### config.mk
export PLATFORM = sky130hd
export DESIGN_NAME = pool_engine
export DESIGN_NICKNAME = d
export VERILOG_FILES = /design/src/hw/pool_geom_pkg.sv /design/src/hw/pool_ctrl_pkg.sv /design/src/hw/pool_ifs.sv /design/src/hw/pool_engine.sv /design/src/hw/pool_max_tree.sv /design/src/hw/pool_line_buffer.sv /design/src/hw/pool_job_ctrl.sv
export SDC_FILE = /design/constraint.sdc
export NUM_CORES = 2
export LEC_CHECK = 0
export BUFFER_PORTS_ARGS = -buffer_cell sky130_fd_sc_hd__buf_2
export CORE_MARGIN = 2
export CORE_UTILIZATION = 36
export CTS_BUF_LIST = sky130_fd_sc_hd__clkbuf_4 sky130_fd_sc_hd__clkbuf_8
export DETAILED_ROUTE_END_ITERATION = 7
export GPL_ROUTABILITY_DRIVEN = 1
export PLACE_DENSITY = 0.62
export SYNTH_ARGS = -nofsm -noshare
export SYNTH_HDL_FRONTEND = slang
export SYNTH_SLANG_ARGS = --single-unit
### constraint.sdc
create_clock -name clk -period 8.4 [get_ports clk]
set_input_delay 0.84 -clock clk [delete_from_list [all_inputs] [get_ports clk]]
set_output_delay 0.84 -clock clk [all_outputs]
set_load 0.02 [all_outputs]
### src/hw/pool_geom_pkg.sv
`default_nettype none

package pool_geom_pkg;

    ////////////////////////////////////////////////////////////
    // Sample and window geometry
    ////////////////////////////////////////////////////////////

    // One image sample, compared as unsigned
    typedef logic [15:0] pixel_t;

    // Side of the square pooling window
    localparam int KERNEL_DIM = 3;

    // Window indexed [row][col], row 0 oldest, col 2 newest
    typedef pixel_t [KERNEL_DIM-1:0][KERNEL_DIM-1:0] window_t;

    // Widest supported image, sets row memory depth
    localparam int MAX_COLS = 64;

    // Image height or width in pixels
    typedef logic [7:0] dim_t;

endpackage

`default_nettype wire
### src/hw/pool_ctrl_pkg.sv
`default_nettype none

package pool_ctrl_pkg;

    // Operation codes
    typedef enum logic [3:0] {
        OP_NOP      = 4'h0,
        OP_MAX_POOL = 4'h1
    } pool_op_e;

    ////////////////////////////////////////////////////////////
    // Opcode word, 32 bits
    ////////////////////////////////////////////////////////////

    // Upper nibble of the op byte is reserved, must be zero
    typedef struct packed {
        logic [3:0]          op_rsvd;
        pool_op_e            op;
        pool_geom_pkg::dim_t rows;
        pool_geom_pkg::dim_t cols;
        logic [7:0]          num_maps;
    } opcode_t;

    // Job controller states
    typedef enum logic [1:0] {
        ST_IDLE,
        ST_LOAD,
        ST_DECODE,
        ST_BUSY
    } job_state_e;

    // Line buffer fill tracking
    typedef enum logic {
        ST_FILL,
        ST_ACTIVE
    } fill_state_e;

endpackage

`default_nettype wire

### src/hw/pool_ifs.sv
`timescale 1ns/1ns
`default_nettype none

////////////////////////////////////////////////////////////
// Controller to line buffer
////////////////////////////////////////////////////////////

interface job_if;
    // Geometry, held for the whole job
    pool_geom_pkg::dim_t rows;
    pool_geom_pkg::dim_t cols;
    // High while a max-pool job runs
    logic                active;
    // One-cycle pulse ahead of each map
    logic                map_start;

    modport ctrl (output rows, cols, active, map_start);
    modport lbuf (input rows, cols, active, map_start);
endinterface

////////////////////////////////////////////////////////////
// Line buffer to comparator tree
////////////////////////////////////////////////////////////

interface win_if;
    pool_geom_pkg::window_t win;
    // Strobe, once per complete window
    logic                   win_valid;
    // Marks final window of a map
    logic                   win_last;
    // Back-pressure from the output side
    logic                   stall;

    modport src (output win, win_valid, win_last, input stall);
    modport dst (input win, win_valid, win_last, output stall);
endinterface

`default_nettype wire

### src/hw/pool_engine.sv
`timescale 1ns/1ns
`default_nettype none

module pool_engine #(
    parameter int MAX_COLS = pool_geom_pkg::MAX_COLS
) (
    input  logic                   clk,
    input  logic                   rst,
    input  pool_ctrl_pkg::opcode_t opcode,
    input  logic                   opcode_valid,
    output logic                   opcode_accept,
    output logic                   opcode_complete,
    input  pool_geom_pkg::pixel_t  datain,
    input  logic                   datain_valid,
    output logic                   datain_ready,
    output pool_geom_pkg::pixel_t  dataout,
    output logic                   dataout_valid,
    input  logic                   dataout_ready
);

    // Last result of a map, back to the controller
    logic res_last;

    job_if job_bus ();
    win_if win_bus ();

    ////////////////////////////////////////////////////////////
    // Controller, line buffer, comparator tree
    ////////////////////////////////////////////////////////////

    pool_job_ctrl pool_job_ctrl_i (
        .clk             (clk),
        .rst             (rst),
        .opcode          (opcode),
        .opcode_valid    (opcode_valid),
        .opcode_accept   (opcode_accept),
        .opcode_complete (opcode_complete),
        .job             (job_bus),
        .res_last        (res_last)
    );

    pool_line_buffer #(
        .MAX_COLS (MAX_COLS)
    ) pool_line_buffer_i (
        .clk          (clk),
        .rst          (rst),
        .datain       (datain),
        .datain_valid (datain_valid),
        .datain_ready (datain_ready),
        .job          (job_bus),
        .win          (win_bus)
    );

    pool_max_tree pool_max_tree_i (
        .clk           (clk),
        .rst           (rst),
        .win           (win_bus),
        .dataout       (dataout),
        .dataout_valid (dataout_valid),
        .dataout_ready (dataout_ready),
        .res_last      (res_last)
    );

endmodule

`default_nettype wire

### src/hw/pool_max_tree.sv
`timescale 1ns/1ns
`default_nettype none

module pool_max_tree (
    input  logic                  clk,
    input  logic                  rst,
    win_if.dst                    win,
    output pool_geom_pkg::pixel_t dataout,
    output logic                  dataout_valid,
    input  logic                  dataout_ready,
    output logic                  res_last
);

    pool_geom_pkg::pixel_t s1_max [pool_geom_pkg::KERNEL_DIM];
    logic                  s1_valid;
    logic                  s1_last;
    pool_geom_pkg::pixel_t s2_max01;
    pool_geom_pkg::pixel_t s2_row2;
    logic                  s2_valid;
    logic                  s2_last;
    pool_geom_pkg::pixel_t s3_max;
    logic                  s3_valid;
    logic                  s3_last;

    function automatic pool_geom_pkg::pixel_t max2(input pool_geom_pkg::pixel_t a,
                                                   input pool_geom_pkg::pixel_t b);
        return (a > b) ? a : b;
    endfunction

    // Whole pipe freezes when the sink is not ready
    assign win.stall = !dataout_ready;

    ////////////////////////////////////////////////////////////
    // Three comparator stages
    ////////////////////////////////////////////////////////////

    always_ff @(posedge clk) begin
        if (dataout_ready) begin
            // Stage 1, per-row max
            for (int r = 0; r < pool_geom_pkg::KERNEL_DIM; r++) begin
                s1_max[r] <= max2(max2(win.win[r][0], win.win[r][1]), win.win[r][2]);
            end
            s1_last  <= win.win_last;
            // Stage 2, rows 0 and 1 merged, row 2 rides along
            s2_max01 <= max2(s1_max[0], s1_max[1]);
            s2_row2  <= s1_max[2];
            s2_last  <= s1_last;
            // Stage 3, final max
            s3_max   <= max2(s2_max01, s2_row2);
            s3_last  <= s2_last;
        end
    end

    // Valid bits
    always_ff @(posedge clk) begin
        if (rst) begin
            s1_valid <= 1'b0;
            s2_valid <= 1'b0;
            s3_valid <= 1'b0;
        end else if (dataout_ready) begin
            s1_valid <= win.win_valid;
            s2_valid <= s1_valid;
            s3_valid <= s2_valid;
        end
    end

    assign dataout       = s3_max;
    assign dataout_valid = s3_valid;
    // Final result of a map leaving
    assign res_last      = s3_valid && s3_last && dataout_ready;

    // Offered result holds until taken
    a_out_stable: assert property (@(posedge clk) disable iff (rst)
        (dataout_valid && !dataout_ready) |=> (dataout_valid && $stable(dataout)));

endmodule

`default_nettype wire

### src/hw/pool_line_buffer.sv
`timescale 1ns/1ns
`default_nettype none

module pool_line_buffer #(
    parameter int MAX_COLS = 64
) (
    input  logic                  clk,
    input  logic                  rst,
    input  pool_geom_pkg::pixel_t datain,
    input  logic                  datain_valid,
    output logic                  datain_ready,
    job_if.lbuf                   job,
    win_if.src                    win
);

    localparam int AW = $clog2(MAX_COLS);
    // Index of the last window column and row
    localparam pool_geom_pkg::dim_t EDGE = pool_geom_pkg::dim_t'(pool_geom_pkg::KERNEL_DIM - 1);

    // Previous row and the one before it
    pool_geom_pkg::pixel_t      row1_mem [MAX_COLS];
    pool_geom_pkg::pixel_t      row2_mem [MAX_COLS];
    pool_geom_pkg::window_t     win_r;
    pool_ctrl_pkg::fill_state_e fill;
    pool_geom_pkg::dim_t        col_cnt;
    pool_geom_pkg::dim_t        row_cnt;
    logic [AW-1:0]              addr;
    logic                       xfer;
    logic                       col_end;
    logic                       row_end;
    logic                       win_done;
    logic                       map_done;
    logic                       win_pend;
    logic                       last_pend;

    // No intake between maps or while the output is blocked
    assign datain_ready = job.active && !win.stall && !job.map_start && !map_done;
    assign xfer         = datain_valid && datain_ready;
    assign addr         = col_cnt[AW-1:0];

    assign col_end  = (col_cnt == job.cols - 8'd1);
    assign row_end  = (row_cnt == job.rows - 8'd1);
    // This pixel closes a full 3x3 window
    assign win_done = xfer && (fill == pool_ctrl_pkg::ST_ACTIVE) && (col_cnt >= EDGE);

    ////////////////////////////////////////////////////////////
    // Row memories and window shift
    ////////////////////////////////////////////////////////////

    always_ff @(posedge clk) begin
        if (xfer) begin
            // Each column slot ages by one row
            row1_mem[addr] <= datain;
            row2_mem[addr] <= row1_mem[addr];
            // Shift left one column
            for (int r = 0; r < pool_geom_pkg::KERNEL_DIM; r++) begin
                win_r[r][0] <= win_r[r][1];
                win_r[r][1] <= win_r[r][2];
            end
            // New column enters on the right with the oldest row on top
            win_r[0][2] <= row2_mem[addr];
            win_r[1][2] <= row1_mem[addr];
            win_r[2][2] <= datain;
        end
        if (win_done) begin
            last_pend <= row_end && col_end;
        end
    end

    ////////////////////////////////////////////////////////////
    // Position counters and fill tracking
    ////////////////////////////////////////////////////////////

    always_ff @(posedge clk) begin
        if (rst) begin
            col_cnt  <= '0;
            row_cnt  <= '0;
            fill     <= pool_ctrl_pkg::ST_FILL;
            map_done <= 1'b0;
            win_pend <= 1'b0;
        end else begin
            if (job.map_start) begin
                col_cnt  <= '0;
                row_cnt  <= '0;
                fill     <= pool_ctrl_pkg::ST_FILL;
                map_done <= 1'b0;
            end else if (xfer) begin
                if (col_end) begin
                    col_cnt <= '0;
                    row_cnt <= row_cnt + 8'd1;
                    // First two rows now in memory
                    if (row_cnt == EDGE - 8'd1) begin
                        fill <= pool_ctrl_pkg::ST_ACTIVE;
                    end
                    // Last pixel of the map holds off intake until next map_start
                    if (row_end) begin
                        map_done <= 1'b1;
                    end
                end else begin
                    col_cnt <= col_cnt + 8'd1;
                end
            end
            // Window waits here until the tree can take it
            if (win_done) begin
                win_pend <= 1'b1;
            end else if (!win.stall) begin
                win_pend <= 1'b0;
            end
        end
    end

    assign win.win       = win_r;
    assign win.win_valid = win_pend && !win.stall;
    assign win.win_last  = last_pend;

    // A window held back by a stall stays pending and unchanged
    a_hold_on_stall: assert property (@(posedge clk) disable iff (rst)
        (win_pend && win.stall)
            |=> (win_pend && $stable(win.win) && $stable(win.win_last)));

endmodule

`default_nettype wire

### src/hw/pool_job_ctrl.sv
`timescale 1ns/1ns
`default_nettype none

module pool_job_ctrl (
    input  logic                   clk,
    input  logic                   rst,
    input  pool_ctrl_pkg::opcode_t opcode,
    input  logic                   opcode_valid,
    output logic                   opcode_accept,
    output logic                   opcode_complete,
    job_if.ctrl                    job,
    input  logic                   res_last
);

    localparam pool_geom_pkg::dim_t MIN_DIM = pool_geom_pkg::dim_t'(pool_geom_pkg::KERNEL_DIM);

    pool_ctrl_pkg::job_state_e state;
    pool_ctrl_pkg::opcode_t    opcode_r;
    logic [7:0]                map_cnt;
    logic                      is_pool;
    logic                      last_map;

    // Geometry straight from the held opcode
    assign job.rows = opcode_r.rows;
    assign job.cols = opcode_r.cols;

    // Pool only with clean op byte, at least one map and room for a window
    assign is_pool = (opcode_r.op_rsvd == 4'd0)
                  && (opcode_r.op == pool_ctrl_pkg::OP_MAX_POOL)
                  && (opcode_r.num_maps != 8'd0)
                  && (opcode_r.rows >= MIN_DIM)
                  && (opcode_r.cols >= MIN_DIM);

    assign last_map = (map_cnt == opcode_r.num_maps - 8'd1);

    // Opcode capture in idle
    always_ff @(posedge clk) begin
        if (state == pool_ctrl_pkg::ST_IDLE && opcode_valid) begin
            opcode_r <= opcode;
        end
    end

    ////////////////////////////////////////////////////////////
    // Job FSM
    ////////////////////////////////////////////////////////////

    always_ff @(posedge clk) begin
        if (rst) begin
            state           <= pool_ctrl_pkg::ST_IDLE;
            opcode_accept   <= 1'b0;
            opcode_complete <= 1'b0;
            job.active      <= 1'b0;
            job.map_start   <= 1'b0;
            map_cnt         <= 8'd0;
        end else begin
            // Pulses default low
            opcode_accept   <= 1'b0;
            opcode_complete <= 1'b0;
            job.map_start   <= 1'b0;
            case (state)
                pool_ctrl_pkg::ST_IDLE: begin
                    if (opcode_valid) begin
                        state <= pool_ctrl_pkg::ST_LOAD;
                    end
                end
                pool_ctrl_pkg::ST_LOAD: begin
                    state <= pool_ctrl_pkg::ST_DECODE;
                end
                pool_ctrl_pkg::ST_DECODE: begin
                    opcode_accept <= 1'b1;
                    map_cnt       <= 8'd0;
                    // First map kicked off together with the accept
                    job.active    <= is_pool;
                    job.map_start <= is_pool;
                    state         <= pool_ctrl_pkg::ST_BUSY;
                end
                pool_ctrl_pkg::ST_BUSY: begin
                    if (!job.active) begin
                        // Nothing to stream so done right away
                        opcode_complete <= 1'b1;
                        state           <= pool_ctrl_pkg::ST_IDLE;
                    end else if (res_last) begin
                        if (last_map) begin
                            opcode_complete <= 1'b1;
                            job.active      <= 1'b0;
                            state           <= pool_ctrl_pkg::ST_IDLE;
                        end else begin
                            // Next map
                            map_cnt       <= map_cnt + 8'd1;
                            job.map_start <= 1'b1;
                        end
                    end
                end
                default: begin
                    state <= pool_ctrl_pkg::ST_IDLE;
                end
            endcase
        end
    end

    // Accept only ever follows an opcode sampled in idle three cycles before
    a_accept_after_opcode: assert property (@(posedge clk) disable iff (rst)
        opcode_accept |-> $past(opcode_valid, 3)
                       && ($past(state, 3) == pool_ctrl_pkg::ST_IDLE));

endmodule

`default_nettype wire

==> flow_metrics.py <==
metrics = {
    "run_status": {
        "status": "complete, no violations",
    },
    "cells_and_area": {
        "num-nets-final": 5335,
        "n_fill_cell": 22600,
        "layout_commonest_cell": "edfxtp_1",
        "drive_above_1_share": 0.279,
        "design_area_um2": 107000,
        "utilization": 0.412,
        "final_cell_mix": "edfxtp_1, mux4_2, clkbuf_8",
        "area_growth_syn_to_layout_pct": 13.9,
    },
    "routing": {
        "antenna_left": 0,
        "wire_per_inst_um": 29.1,
        "drc": 0,
        "drt_iter0_drc": 7048,
        "via_per_inst": 5.61,
        "dr.pass1.iters": 7,
        "totalWireLength_um": 257000,
        "via_count": 49600,
    },
    "setup_path": {
        "worst_r2r_startpoint": "pool_line_buffer_i.win.win[113]$_DFFE_PP_",
        "start_kind": "register",
        "cp.arrival_ns": 6.08,
        "rrSetupSlack_ns": 3.06,
        "cp_data_required_time_ns": 9.14,
        "critPathKind": "reg2reg",
        "startpoint": "pool_line_buffer_i.win.win[113]$_DFFE_PP_",
        "cp_max_fo": 9,
        "endpoint_kind": "register",
    },
    "sta": {
        "final_max_slew_viol_count": 0,
        "slew_headroom": 0.109,
        "tightest_slew_ns": 1.32,
        "fin_crit_ns": 5.34,
        "rsz0062_at_grt": "no",
        "final-hold-violation-count": 0,
        "fin_ws_ns": 3.06,
        "holdWs_ns": 0.118,
        "tns_ns": 0,
        "finClkSkew_ns": 0.0941,
        "setup_viol": 0,
        "fin_crit_sh": 0.635,
        "fmax_mhz": 187,
    },
    "clocking": {
        "cts_buffers": 393,
        "cts_setup_buffers": 0,
        "root_buffer": "clkbuf_8",
        "clock_latency_ns": 1.10,
        "cts_tree": "built",
        "clk_pin_slew_worst_paths_ns": 0.07,
        "max-clock-path-buffers": 4,
        "clock_sinks": 2366,
        "cts_max_level": 5,
    },
    "pwr": {
        "p_switching_mw": 4.81,
        "pwr-share-clk": 0.420,
        "netSwitchingFraction": 0.209,
        "powerDensity_nw_per_um2": 216,
        "power_frac_seq": 0.563,
        "ir_drop_mv": 0.155,
        "intPower_mw": 18.2,
        "cellLeakagePower_nw": 33.7,
        "p_comb_frac": 0.017,
    },
    "synthesis": {
        "netlist_area_um2": 93600,
        "syn-num-nets": 4940,
        "yosysTopAreaCellShare": 0.745,
        "synth_seq_cells": 2366,
        "syn_inst": 4745,
        "synth_xor_area_frac": 0.00412,
        "synth-simple-area-share": 0.0244,
        "async_flop_share": 0,
        "synth_top_family_by_area": "multiplexers",
        "synth_fa_ha_area_frac": 0.0190,
        "synth_compound_area_frac": 0.0441,
        "synth.area.mux_share": 0.137,
        "synth-edff-count": 2324,
        "syn-mean-instance-area_um2": 19.7,
        "yosys-top-cells-area": "edfxtp_1, mux4_2, mux2_2, ha_1, a221oi_1",
        "ys.flop_type": "edfxtp_1",
        "synth.distinct_cells": 71,
        "synth-seq-area-share": 0.754,
        "yosysTopAreaCell": "edfxtp_1",
        "yosysWarningCount": 0,
    },
    "global_routing": {
        "grt_antenna_before_repair": 24,
        "grt_max_degree": 83,
        "grt_use_total": 0.191,
        "grt_pass1_wl_um": 364000,
        "grt-ovfl-total": 0,
        "grt_pass1_vias": 48900,
    },
    "floorplanning": {
        "ioPinCount": 73,
        "die_y_um": 514,
        "start_util": 0.361,
        "dieArea_um2": 264000,
        "core_um2": 259000,
        "fp-row-count": 187,
        "die_w_um": 514,
    },
    "run": {
        "max_cap_viol_count": 0,
    },
    "place": {
        "place_area_um2": 99000,
        "pre_cts_ws_ns": 3.07,
        "hpwl_um": 151000,
        "portBuffers": 72,
        "gp_congestion": 0.902,
    },
    "hold_path": {
        "min_from": "opcode[9]",
        "hp-class": "in2reg",
    },
}
==> metal layers <==
layer,wire length (um),track usage,share of wire,vias to the layer above
met2,117000,0.289,0.45,2747
li1,-,-,-,20400
met1,105000,0.268,0.41,26000
met5,29,0,0.00011,-
met4,8530,0.0651,0.033,4
met3,27200,0.0487,0.11,486
==> power by group through the flow <==
stage	Combinational, mW	Sequential [mW]	Clock, mW
2_1_floorplan	0.166	13.2	0
4_1_cts	0.387	13.0	9.85
6_report	0.383	13.0	9.70
3_5_place_dp	0.374	13.2	0
3_3_place_gp	0.360	13.2	0
5_1_grt	0.421	13.0	10.3
==> flip-flops by register name, indices dropped and copies added (netlist names), 16 cells and up, named ones only <==
| register | cells |
|---|---|
| pool_max_tree_i.s1_max | 48 |
| pool_line_buffer_i.row2_mem | 1024 |
| pool_max_tree_i.s2_max01 | 16 |
| pool_max_tree_i.s2_row2 | 16 |
| pool_line_buffer_i.row1_mem | 1024 |
| pool_line_buffer_i.win.win | 144 |
| pool_job_ctrl_i.opcode_r | 16 |
| pool_max_tree_i.dataout | 16 |
==> final timing paths <==
check,end,cells after the start
worst max register to register,pool_max_tree_i.s1_max[2][13]$_DFFE_PP_,17
worst max-delay path,pool_max_tree_i.s1_max[2][13]$_DFFE_PP_,17
worst min-delay path,pool_job_ctrl_i.job.cols[1]$_DFFE_PP_,1
worst min register to register,pool_max_tree_i.s2_row2[7]$_DFFE_PP_,0
==> cell families after synthesis <==
group,count (synthesis)
fa+ha+maj,142
mux,738
simple gates,485
compound gates,585
xor+xnor,44
buf+inv,385
flops,2366
==> through the flow <==
step / total power, mW / instances
floorplan: 13.4 / 4745
global placement: 13.6 / 8116
detailed placement: 13.6 / 8116
CTS: 23.2 / 8830
global route: 23.7 / 8837
finish: 23.1 / 8842
==> critical path, stage by stage (launching register included) <==
cell,delay [ns]
edfxtp_1,0.38
inv_1,0.06
ha_1,0.30
nor2b_1,0.15
o211ai_1,0.10
a21oi_1,0.15
o21ai_0,0.10
a21oi_1,0.80
buf_4,0.33
mux2_2,0.36
ha_1,0.31
a21oi_1,0.18
nor2b_1,0.06
o21ai_0,0.21
o211ai_1,0.13
o22ai_1,0.73
buf_4,0.32
mux2_2,0.35
==> Yosys cell counts, types with 26 or more instances <==
cell and count:
edfxtp_1 2324, mux2_2 198, nor2b_1 26, a22oi_1 44, o22ai_1 55, inv_1 151
clkbuf_1 109, nor2_1 214, nand2_1 89, a221oi_1 157, mux4_2 416, o21ai_0 72
a21o_1 27, nand4_1 31, buf_2 88, mux2i_1 124, a21oi_1 126, ha_1 142
dfxtp_1 42, nand3_1 27, buf_1 31
==> layout make-up <==
cell class	instances	area, um^2	share of cell area
timing repair buffer	233	1750	0.0164
multi-input combinational	1994	22100	0.207
sequential	2366	70700	0.662
inverter	152	577	0.00541
tap	3402	4260	0.0399
antenna	11	27.5	0.000258
clock inverter	156	853	0.00800
clock buffer	528	6480	0.0608
==> what timing repair did <==
item                                    CTS  global route
endpoints found under the hold margin    30             0
resized for setup                         0             0
endpoints found under the setup margin    0             0
hold buffers                             30             0
Power figures use the tool's default switching activity.
